===== src/design/sram_defs.svh =====
/* sizes for the two-chip starter board SRAM, 256K words of 32 bits
   changing the data width also needs a matching chip count in the top level */
`ifndef SRAM_DEFS_SVH
`define SRAM_DEFS_SVH

// word address, shared by both chips
`define SRAM_ADDR_W 18

// host word, chip 1 holds the low half and chip 2 the high half
`define SRAM_DATA_W 32

`define SRAM_LANES 4

// queued host requests
`define REQ_FIFO_DEPTH 8

`endif


===== src/design/req_fifo.sv =====
/* show-ahead FIFO, head is valid whenever empty is low
   push and pop in the same cycle are both taken */
`default_nettype none
`include "sram_defs.svh"

module req_fifo #(
   parameter type payload_t = logic,
   parameter int  depth     = `REQ_FIFO_DEPTH
)
(
   input  logic     clk,
   input  logic     rst_n,
   input  logic     push,
   input  payload_t push_data,
   input  logic     pop,
   output payload_t head,
   output logic     empty,
   output logic     full
);

   localparam int ptr_w = $clog2(depth);

   payload_t         mem [depth];
   logic [ptr_w-1:0] wr_ptr;
   logic [ptr_w-1:0] rd_ptr;
   logic [ptr_w:0]   count;

   always_ff @(posedge clk)
   begin
      if (push)
         mem[wr_ptr] <= push_data;
   end

   always_ff @(posedge clk)
   begin
      if (!rst_n)
      begin
         wr_ptr <= '0;
         rd_ptr <= '0;
         count  <= '0;
      end
      else
      begin
         if (push)
            wr_ptr <= (wr_ptr == ptr_w'(depth - 1)) ? '0 : wr_ptr + 1'b1;
         if (pop)
            rd_ptr <= (rd_ptr == ptr_w'(depth - 1)) ? '0 : rd_ptr + 1'b1;
         case ({push, pop})
            2'b10:   count <= count + 1'b1;
            2'b01:   count <= count - 1'b1;
            default: count <= count;
         endcase
      end
   end

   assign head  = mem[rd_ptr];
   assign empty = (count == '0);
   assign full  = (count == (ptr_w + 1)'(depth));

   a_no_pop_empty: assert property (@(posedge clk) disable iff (!rst_n) !(pop && empty));
   a_no_push_full: assert property (@(posedge clk) disable iff (!rst_n) !(push && full));

endmodule

`default_nettype wire


===== config.mk =====
export PLATFORM = sky130hd
export DESIGN_NAME = req_fifo
export DESIGN_NICKNAME = d
export VERILOG_FILES = /design/src/design/req_fifo.sv
export VERILOG_INCLUDE_DIRS = /design/src /design/src/design
export SDC_FILE = /design/constraint.sdc
export NUM_CORES = 1
export LEC_CHECK = 0
export BUFFER_PORTS_ARGS = -buffer_cell sky130_fd_sc_hd__buf_4
export CAP_MARGIN = 20
export CORE_MARGIN = 2
export CORE_UTILIZATION = 40
export CTS_BUF_LIST = sky130_fd_sc_hd__clkbuf_8
export CTS_CLUSTER_DIAMETER = 150
export CTS_CLUSTER_SIZE = 8
export DETAILED_ROUTE_END_ITERATION = 6
export PLACE_DENSITY_LB_ADDON = 0.1
export SYNTH_ARGS = -nofsm -noshare
export SYNTH_HDL_FRONTEND = slang
export SYNTH_SLANG_ARGS = --single-unit

===== constraint.sdc =====
create_clock -name clk -period 2.7 [get_ports clk]
set_input_delay 0.27 -clock clk [delete_from_list [all_inputs] [get_ports clk]]
set_output_delay 0.27 -clock clk [all_outputs]
set_load 0.01 [all_outputs]

# Word level (Yosys, flattened, before mapping)
# Memories as Yosys holds them, arrays and structs flattened. A register that Yosys moved wholly into a read port is not among the register bits.
# Index checks and enable logic that the tools add are counted.
[word_totals] register_bits=10 latch_bits=0 ramBits=8 mem_bits_ro=0 inputBits=5 out_inout_bits=3 wordCells=22 memories=1
[mem_list] memory="mem" words=8 word_bits=1 read_ports=1 rd_clocked_by_memory_dff=1 write_ports=1 line_no="req_fifo.sv:23" text="payload_t mem [depth];"
[op_classes] n_addsub=4 multipliers=0 div_mod_pow=0 magnitude_cmp=0 n_eq_ne=5 shift=0 muxes=7 n_bitwise=0 reduce_logical=2
[op_table] cell="two-way mux 3 bit" count=4
[op_table] cell="one-hot mux 4 bit (2 select lines)" count=1
[op_table] cell="adder 3 x 1 -> 3 bit (second input constant)" count=2
[op_table] cell="equality test 3 bit (second input constant)" count=2
[op_table] cell="adder 4 x 1 -> 4 bit (second input constant)" count=1
[op_table] cell="equality test 4 bit (second input constant)" count=1
[op_table] cell="logical NOT 4 bit" count=1
[op_table] cell="subtractor 4 x 1 -> 4 bit (second input constant)" count=1
[op_table] cell="equality test 2 x 1 -> 1 bit (second input constant)" count=1
[op_table] cell="equality test 2 bit (second input constant)" count=1
[op_table] cell="two-way mux 1 bit" count=2
[op_table] cell="nonzero test 2 bit" count=1

# Depth between registers and ports, before layout
[depth] depth_word=4 mapped_depth=8 ltp_nobuf=8

# Least setup slack after synthesis
# OpenSTA, ideal clock, no wires.
[synth_timing] path_kind="input-to-reg" startpoint="input push" endpoint="register count[2]" setup_time_ns=0.070 arrival_ns=1.548 setup_slack_ns=1.082 stages=8 cell_sequence="inv_1 -> ha_1 -> xor2_1 -> ha_1 -> a21oi_1 -> xor2_1 -> or3_1 -> a21boi_1"
[synth_via] elab_chain_cells=2 elab_cells_between_ends=4 cone_classes="eq/ne (2); mux (1); reduce/logical (1)"
[synth_lines] element="start: declaration" line_no="req_fifo.sv:13" text="input logic push,"
[synth_lines] element="equality test 2 x 1 -> 1 bit or equality test 2 bit (tied branches)" line_no="req_fifo.sv:48" text="case ({push, pop})"
[synth_lines] element="one-hot mux 4 bit (2 select lines) or nonzero test 2 bit (tied branches)"
[synth_lines] element="end signal: assignment" line_no="req_fifo.sv:49" text="2'b10: count <= count + 1'b1;"
[synth_lines] element="end signal: assignment" line_no="req_fifo.sv:50" text="2'b01: count <= count - 1'b1;"
[synth_lines] element="end signal: assignment" line_no="req_fifo.sv:51" text="default: count <= count;"
[synth_lines] element="end: declaration" line_no="req_fifo.sv:26" text="logic [ptr_w:0] count;"
# Several ways; a longest one is shown, not always the timed one.
# A chain may end at the register's enable or synchronous reset.

==> results.cfg <==
[clock_tree]
cts_setup_buffers = 0
ctsResizeCount = 0
cts-root-buf = clkbuf_8
clock-sinks = 21
holdBufCountCts = 0
cts_made_buffers = 3
clk_latency_ns = 0.25
htreeDepth = 1
cts.clk_slew.worst_paths_ns = 0.08
cts_tree = yes
cts_buffer_depth = 2

[drt]
num_vias = 618
drtIter0Drc = 6
wirelength_mm = 1.42
antenna_left = 0
wl_per_cell_um = 11.4
drt-pass1-iter-count = 2
drc = 0
viasPerCell = 4.94

[layout]
areaGrowthSynthToFinish_pct = 12.4
drive_gt1_frac = 0.168
num_antenna_cells = 0
fillers = 235
nets = 108
multiInputGateArea_um2 = 469
seq_area_um2 = 500

[logic_synthesis]
synth.area.top_cells = dfxtp_1 26%, edfxtp_1 24%, ha_1 8.8%
synth_ff_type = dfxtp_1
netlist_top_cells_count = 13 x dfxtp_1, 8 x edfxtp_1, 7 x ha_1, 7 x nor2_1
synth_most_common_cell = dfxtp_1
synth_warnings = 0
synth_cells = 87
synthArstFlopShare = 0
ys_ff_latch = 21
syn_avg_cell_area_um2 = 11.4
yosysTopAreaCell = dfxtp_1
yosysSeqAreaShare = 0.505
syn_area_um2 = 991
synth_top_area_share = 0.263
ys_types = 28
synth-edff-count = 8
syn-num-nets = 99

[power_and_ir_drop]
leakage_nw = 0.436
p_comb_frac = 0.149
seq_power_share = 0.552
p_int_uw = 506
pwr-share-clk = 0.299
power.switching_uw = 164
powerDensity_nw_per_um2 = 602
sw_frac_of_total = 0.245
worst_ir_drop_vdd_mv = 0.302

[timing]
tightest_slew_ns = 0.282
fin_crit_sh = 0.675
final_max_slew_viol_count = 0
max_slew_margin = 0.810
tns_ns = 0
min_period_ns = 1.82
timing.final.ws_setup_ns = 0.876
finalHoldViolations = 0
clock_skew_ns = 0.00503
setup_violations = 0
rsz0062_at_grt = false
max_clock_freq_mhz = 548

[global_route]
grt_first_pass_wirelength_mm = 2.46
overflow = 0
antenna_found_initial = 0
grt_pass1_vias = 593
grt_max_degree = 13
grt.total_usage = 0.123

[worst_setup_path]
critPathLaunchType = register
critPathSlowestCell = mux4_2
crit_chain = mux4_2 > mux2_2 > buf_4
required_ns = 2.43
arrival_ns = 1.55
r2r_setup_slack_ns = 1.20
worstSetupPathType = register to output pin
crit_fanout = 2
crit_path_end_kind = output pin
cp_slowest_stage_delay_ns = 0.51

[floorplanning]
io_pins = 8
placement_rows = 18
core_um2 = 2410
start_util = 0.411
die_x_um = 53.8
dieArea_um2 = 2890
die_h_um = 53.8

[placed_design]
io_buffer_count = 7
dp_hpwl_mm = 1.07
pre_cts_slack_ns = 0.834
gp_congestion = 0.752

[run_status]
status = finished clean

[min_path]
hold_class = input port to register

[job]
drv_cap = 0
layer usage:
| layer | track usage | part of all wire |
|---|---|---|
| met5 | 0 | 0 |
| met4 | 0.0769 | 0.012 |
| met3 | 0.0250 | 0.026 |
| met2 | 0.189 | 0.45 |
| met1 | 0.158 | 0.51 |
stage by stage:
stage               total power, mW  cells  hold WS (ns)   util  instance area [um2]
floorplan                     0.446     87         0.369      -                  991
global placement              0.478    121         0.466  0.443                 1070
detailed placement            0.480    121         0.476  0.443                 1070
CTS                           0.684    125         0.238  0.462                 1110
global route                  0.709    125         0.242  0.462                 1110
finish                        0.670    125         0.244  0.462                 1110
cell type report:
type                    instances  share of cell area
flip-flops and latches         21               0.449
well taps                      30              0.0337
multi-input cells              61               0.421
inverters                       2             0.00674
repair buffers                  7              0.0472
clock buffers                   3              0.0371
clock inverters                 1             0.00449
worst max-delay path, delay by kind of cell, from the launching register on:
family | cells | cell delay, ns
buffers and inverters | 1 | 0.14
flip-flops | 1 | 0.39
multiplexers | 2 | 0.78
layout by cell type, fill, tap and decap left out:
cell type,n
a21boi_1,1
a21oi_1,3
a41oi_1,1
and2_1,2
buf_4,7
clkbuf_8,3
clkinv_2,1
dfxtp_1,13
edfxtp_1,8
ha_1,7
inv_1,2
mux2_2,2
mux2i_1,4
mux4_2,2
nand2_1,6
nand2b_1,4
nor2_1,7
nor2b_1,6
nor3_1,4
nor3b_1,1
nor4_1,1
nor4b_1,2
o21a_1,1
o21ai_0,1
o22ai_1,1
o41ai_2,1
or3_1,1
xnor2_1,1
xor2_1,2
power groups by stage:
stage          registers (mW)  logic, mW  clock network (mW)
2_1_floorplan           0.368     0.0783                   0
3_3_place_gp            0.377      0.101                   0
3_5_place_dp            0.377      0.102                   0
4_1_cts                 0.370      0.102               0.211
5_1_grt                 0.374      0.114               0.221
6_report                0.370      0.100               0.200
cell families after synthesis:
logic type	Yosys count	synth area share
AO/OA/AOI/OAI	9	0.0669
XOR/XNOR	3	0.0265
adder cells (fa/ha/maj)	7	0.0884
buffers and inverters	5	0.0215
flip-flops	21	0.505
multiplexers	8	0.109
AND/OR/NAND/NOR	34	0.183
final timing paths:
check        startpoint  endpoint  depth (start not counted)
min           push_data    mem[3]                          1
min reg2reg    count[3]  count[3]                          2
max reg2reg    count[1]  count[2]                          6
max            register      head                          3
Note: power is estimated with default switching activity, not from simulation.
