==> src/design/sram_defs.svh <==
/* sizes for the two-chip starter board SRAM, 256K words of 32 bits
   changing the data width also needs a matching chip count in the top level */
`ifndef SRAM_DEFS_SVH
`define SRAM_DEFS_SVH

// word address, shared by both chips
`define SRAM_ADDR_W 18

// host word, chip 1 holds the low half and chip 2 the high half
`define SRAM_DATA_W 32

`define SRAM_LANES 4

// queued host requests
`define REQ_FIFO_DEPTH 8

`endif

==> src/design/sram_pkg.sv <==
/* request and pin bundles shared by the SRAM controller blocks */
`default_nettype none
`include "sram_defs.svh"

package sram_pkg;

   // request as the host presents it
   typedef struct packed {
      logic                     write;
      logic [`SRAM_ADDR_W-1:0] addr;
      logic [`SRAM_DATA_W-1:0] wdata;
      logic [`SRAM_LANES-1:0]  byte_en;
   } host_req_t;

   // request as queued for the cycle engine
   typedef struct packed {
      logic                     write;
      logic [`SRAM_ADDR_W-1:0] addr;
      logic [`SRAM_DATA_W-1:0] wdata;
      logic [`SRAM_LANES-1:0]  lane_sel;  // active high, lane 0 is bits 7:0
      logic [1:0]              chip_sel;  // bit 0 chip 1, bit 1 chip 2
   } sram_req_t;

   // pins toward the chips, all strobes active low
   typedef struct packed {
      logic [`SRAM_ADDR_W-1:0] a;
      logic                    oe_n;
      logic                    we_n;
      logic [1:0]              ce_n;      // index 0 is chip 1
      logic [1:0]              ub_n;
      logic [1:0]              lb_n;
   } sram_ctrl_t;

endpackage

`default_nettype wire

==> src/design/host_request_packer.sv <==
/* strobes with no byte enabled are dropped silently
   a request that finds the FIFO full one cycle later is lost and sets overflow */
`default_nettype none
`include "sram_defs.svh"

module host_request_packer
   import sram_pkg::*;
(
   input  logic                     clk,
   input  logic                     rst_n,
   input  logic                     req_strobe,
   input  logic                     req_write,
   input  logic [`SRAM_ADDR_W-1:0] req_addr,
   input  logic [`SRAM_DATA_W-1:0] req_wdata,
   input  logic [`SRAM_LANES-1:0]  req_byte_en,
   input  logic                     fifo_full,
   output logic                     push,
   output sram_req_t                push_data,
   output logic                     overflow
);

   host_req_t host_req;
   sram_req_t packed_req;
   logic      stage_valid;

   assign host_req = '{write: req_write, addr: req_addr, wdata: req_wdata,
                       byte_en: req_byte_en};

   always_comb
   begin
      packed_req.write       = host_req.write;
      packed_req.addr        = host_req.addr;
      packed_req.wdata       = host_req.wdata;
      packed_req.lane_sel    = host_req.byte_en;
      packed_req.chip_sel[0] = |host_req.byte_en[1:0];  // low half lives in chip 1
      packed_req.chip_sel[1] = |host_req.byte_en[3:2];
   end

   always_ff @(posedge clk)
   begin
      if (!rst_n)
         stage_valid <= 1'b0;
      else
         stage_valid <= req_strobe && (|host_req.byte_en);
   end

   always_ff @(posedge clk)
   begin
      if (req_strobe)
         push_data <= packed_req;
   end

   assign push = stage_valid && !fifo_full;

   always_ff @(posedge clk)
   begin
      if (!rst_n)
         overflow <= 1'b0;
      else if (stage_valid && fifo_full)
         overflow <= 1'b1;  // sticky until reset
   end

   // a pushed request always carries at least one lane
   a_push_has_lanes: assert property (@(posedge clk) disable iff (!rst_n)
      push |-> (|push_data.lane_sel));

endmodule

`default_nettype wire

==> config.mk <==
export PLATFORM = sky130hd
export DESIGN_NAME = host_request_packer
export DESIGN_NICKNAME = d
export VERILOG_FILES = /design/src/design/sram_pkg.sv /design/src/design/host_request_packer.sv
export VERILOG_INCLUDE_DIRS = /design/src /design/src/design
export SDC_FILE = /design/constraint.sdc
export NUM_CORES = 1
export LEC_CHECK = 0
export BUFFER_PORTS_ARGS = -buffer_cell sky130_fd_sc_hd__buf_2
export CORE_MARGIN = 1.5
export CORE_UTILIZATION = 30
export DETAILED_ROUTE_END_ITERATION = 6
export SYNTH_ARGS = -nofsm -noshare
export SYNTH_HDL_FRONTEND = slang
export SYNTH_SLANG_ARGS = --single-unit
export TNS_END_PERCENT = 100
==> constraint.sdc <==
create_clock -name clk -period 0.99 [get_ports clk]
set_clock_uncertainty 0.15 [all_clocks]
set_input_delay 0.198 -clock clk [delete_from_list [all_inputs] [get_ports clk]]
set_output_delay 0.198 -clock clk [all_outputs]
set_load 0.02 [all_outputs]
# Word-level counts from Yosys, hierarchy flattened
# Cells that the tools add are included.
[classes]
reduce_logical = 7
[ops]
columns = ["cell", "n"]
rows = [
  ["$reduce_or 2->1", 2],
  ["$reduce_or 4->1", 1],
  ["$logic_and 1x1->1", 3],
  ["$logic_not 1->1", 1],
]
[word_totals]
regBits = 59
input_bits = 59
out_inout_bits = 59
wordCells = 14

# Depth between registers and ports, before layout
[logic_depth]
ltp_word = 2
ltp_mapped = 2
ltp_nobuf = 2

# Worst setup path after synthesis
# No wires, ideal clock.
[synth_timing]
path_kind = "register to output"
startpoint = "reg stage_valid"
endpoint = "out push"
arrival_time_ns = 0.634
t_required_ns = 0.642
path_slack_ns = 0.008
stages_incl_launch_ff = 2
n_path_buf = 0
cell_sequence = "dfxtp_1 > nor2b_1"
[synth_between]
elab_chain_len = 1
[synth_lines]
columns = ["item", "line", "source"]
rows = [
  ["start, declared", "host_request_packer.sv:24", "logic stage_valid;"],
  ["start signal, assigned", "host_request_packer.sv:44", "stage_valid <= req_strobe && (|host_req.byte_en);"],
  ["$logic_and 1x1->1", "host_request_packer.sv:53", "assign push = stage_valid && !fifo_full;"],
  ["end, declared", "host_request_packer.sv:17", "output logic push,"],
]
# No other way between the ends.

# Worst setup path in the final report
# Same ends and word-level chain as after synthesis.

==> flow_summary_export.csv <==
group,metric,value,unit
final_layout,finalNetCount,312,
drt,routedWlPerCell,12.8,um
outcome,status,"complete, but fails checks",
power_and_ir_drop,p_per_area,1760,nW/um^2
drt,route.detailed.drc,0,
clock_network,clockRootBuffer,"clkbuf_8",
job,cap_violations,0,
synthesis,async_flop_share,0,%
timing,setup_viol,59,
setup_path,cp-start-kind,"flip-flop",
clock_network,cts_tree,"built",
final_layout,syn2layout_area_growth,97.6,%
drt,drtIter0Drc,35,
synthesis,yosysTopAreaCell,"edfxtp_1",
final_layout,final_cells,330,
drt,ant_nets,0,
timing,hold_viol_final,0,
synthesis,yosysMostFrequentCell,"edfxtp_1",
clock_network,h-tree-depth,3,
timing,rsz0062_at_grt,"yes",
global_route,grt_usage,12.7,%
min_path,holdPathEnd,"push_data[0]$_DFFE_PP_",
final_layout,utilization,62.9,%
global_route,grt_pass1_vias,1315,
global_route,grt_first_pass_wirelength,5740,um
setup_path,worst-r2r-cell-count,2,
clock_network,cts_sinks,59,
drt,dr.pass1.iters,3,
synthesis,syn_nets,124,
timing,slew_viol_final,0,
setup_path,timing.rr.end,"overflow$_SDFFE_PN0P_",
clock_network,cts_buffers,9,
final_layout,antennaDiodeCount,0,
final_layout,drive_gt1_share,53.1,%
power_and_ir_drop,p_leak,1.50,nW
floorplanning,die_w,80.3,um
global_route,grt_max_degree,40,
setup_path,critPathCaptureType,"output pin",
drt,vias,1323,
floorplanning,initial_core_util,31.8,%
synthesis,synth_ff_type,"edfxtp_1",
timing,period_share,127,%
synthesis,avgSynthCellArea,27.6,sq um
global_route,overflow,0,
clock_network,cts_max_path_buffers,2,
min_path,holdCritPathClass,"input pin to flip-flop",
min_path,hold_path.startpoint,"req_byte_en[1]",
synthesis,syn_area,1790,sq um
synthesis,ys_ff_latch,59,
setup_path,reg2reg_slack,0.24,ns
outcome,violations,"setup timing",
placed_design,dp.cells,257,
floorplanning,core,5640,sq um
timing,worst_slew_pin_slew,0.206,ns
synthesis,synth_cell_type_count,7,
clock_network,cts_setup_buffers,0,
synthesis,ys_warn_count,0,
clock_network,clock_latency,0.32,ns
timing,whs,0.0241,ns
clock_network,cts.clk_slew.worst_paths,0.06,ns
setup_path,critPathArrivalTime,0.91,ns
synthesis,synth-edff-count,57,
synthesis,yosysSeqAreaShare,97.6,%
floorplanning,rows,27,
floorplanning,die_height,80.3,um
timing,setup_slack,-0.270,ns
power_and_ir_drop,vdd_drop_max,0.00135,V
placed_design,gp_congestion,0.745,
drt,finalWirelength,4220,um
setup_path,crit_type,"flip-flop to output pin",
synthesis,yosysTopAreaCellShare,95.4,%
setup_path,r2r-start,"overflow$_SDFFE_PN0P_",
global_route,grt_antenna_before_repair,0,
setup_path,crit_fanout,2,
floorplanning,die_area,6450,sq um
placed_design,port-buffer-count,117,
timing,slew_headroom,86.3,%
timing,max_clock_freq,0.794,GHz
synthesis,syn_inst,65,
synthesis,synthTopCellsByCount,"edfxtp_1, dfxtp_1, nor2b_1",
setup_path,critPathRequiredTime,0.64,ns
timing,final.min_clock_period,1.26,ns
min_path,min_path_cells,2,
drt,avgViaCountPerCell,4.01,
synthesis,synth.top_cells.by_area,"edfxtp_1, dfxtp_1, nor2b_1, o211a_1, or2_4",
floorplanning,ios,118,
-- per-stage QoR --
stage	setup WS [ns]	area, sq um	setup TNS [ns]	power [mW]
global route	-0.327	3550	-14.68	6.50
detailed placement	-0.0518	2500	-2.39	3.67
floorplan	0.00760	1790	0	3.33
CTS	-0.304	3350	-13.68	6.18
global placement	-0.0373	2500	-1.88	3.67
finish	-0.270	3550	-11.85	6.24
-- layer usage --
layer  vias up  wire, um  GRT usage, %
li1        636         -             -
met5         -         0             0
met1       591      1570          12.6
met4         0       138          7.41
met2        82      2140          21.2
met3        14       375          6.25
-- kinds of logic after synthesis --
family           share of synthesized area [%]
AND/OR/NAND/NOR                           1.53
AO/OA/AOI/OAI                            0.837
flip-flops                                97.6
-- how the worst max path moves through the flow --
stage,start,end
2_1_floorplan,stage_valid$_SDFF_PN0_,push
3_3_place_gp,req_strobe,push_data[26]$_DFFE_PP_
3_5_place_dp,req_strobe,push_data[0]$_DFFE_PP_
4_1_cts,stage_valid$_SDFF_PN0_,push
5_1_grt,stage_valid$_SDFF_PN0_,push
6_report,stage_valid$_SDFF_PN0_,push
-- power breakdown --
group	leakage (nW)	internal [mW]	switching, mW	total [mW]
registers	0.575	2.96	0.0736	3.03
logic	0.825	0.519	0.426	0.945
clock network	0.103	1.41	0.852	2.26
-- cell usage in the layout (no fill, tap or decap), drive strengths merged --
cell type,n
a21oi,1
buf,120
bufinv,2
clkbuf,11
clkinv,2
clkinvlp,1
dfxtp,2
dlygate4sd3,57
edfxtp,57
nor2b,2
o211a,1
or2,2
-- cell type report --
type,instances,area [sq um]
sequential,59,1750
multi-input combinational,6,42.5
timing repair buffer,177,1450
clock inverter,5,77.6
tap,72,90.1
fill,412,2100
clock buffer,11,131
-- repair_timing --
| item | 4_1_cts | 5_1_grt |
|---|---|---|
| setup endpoints to repair | 59 | 62 |
| hold buffers | 57 | 2 |
| resized for setup | 23 | 62 |
| endpoints found under the hold margin | 58 | 2 |
-- sequential cells by signal, indices dropped and copies added, names as in the netlist --
signal       count
push_data       57
overflow         1
stage_valid      1
-- worst max-delay path, cell delays in order, from the launching register on --
cell and delay, ns:
dfxtp_2 0.32, nor2b_1 0.13, buf_4 0.15
(Power assumes the default switching activity.)
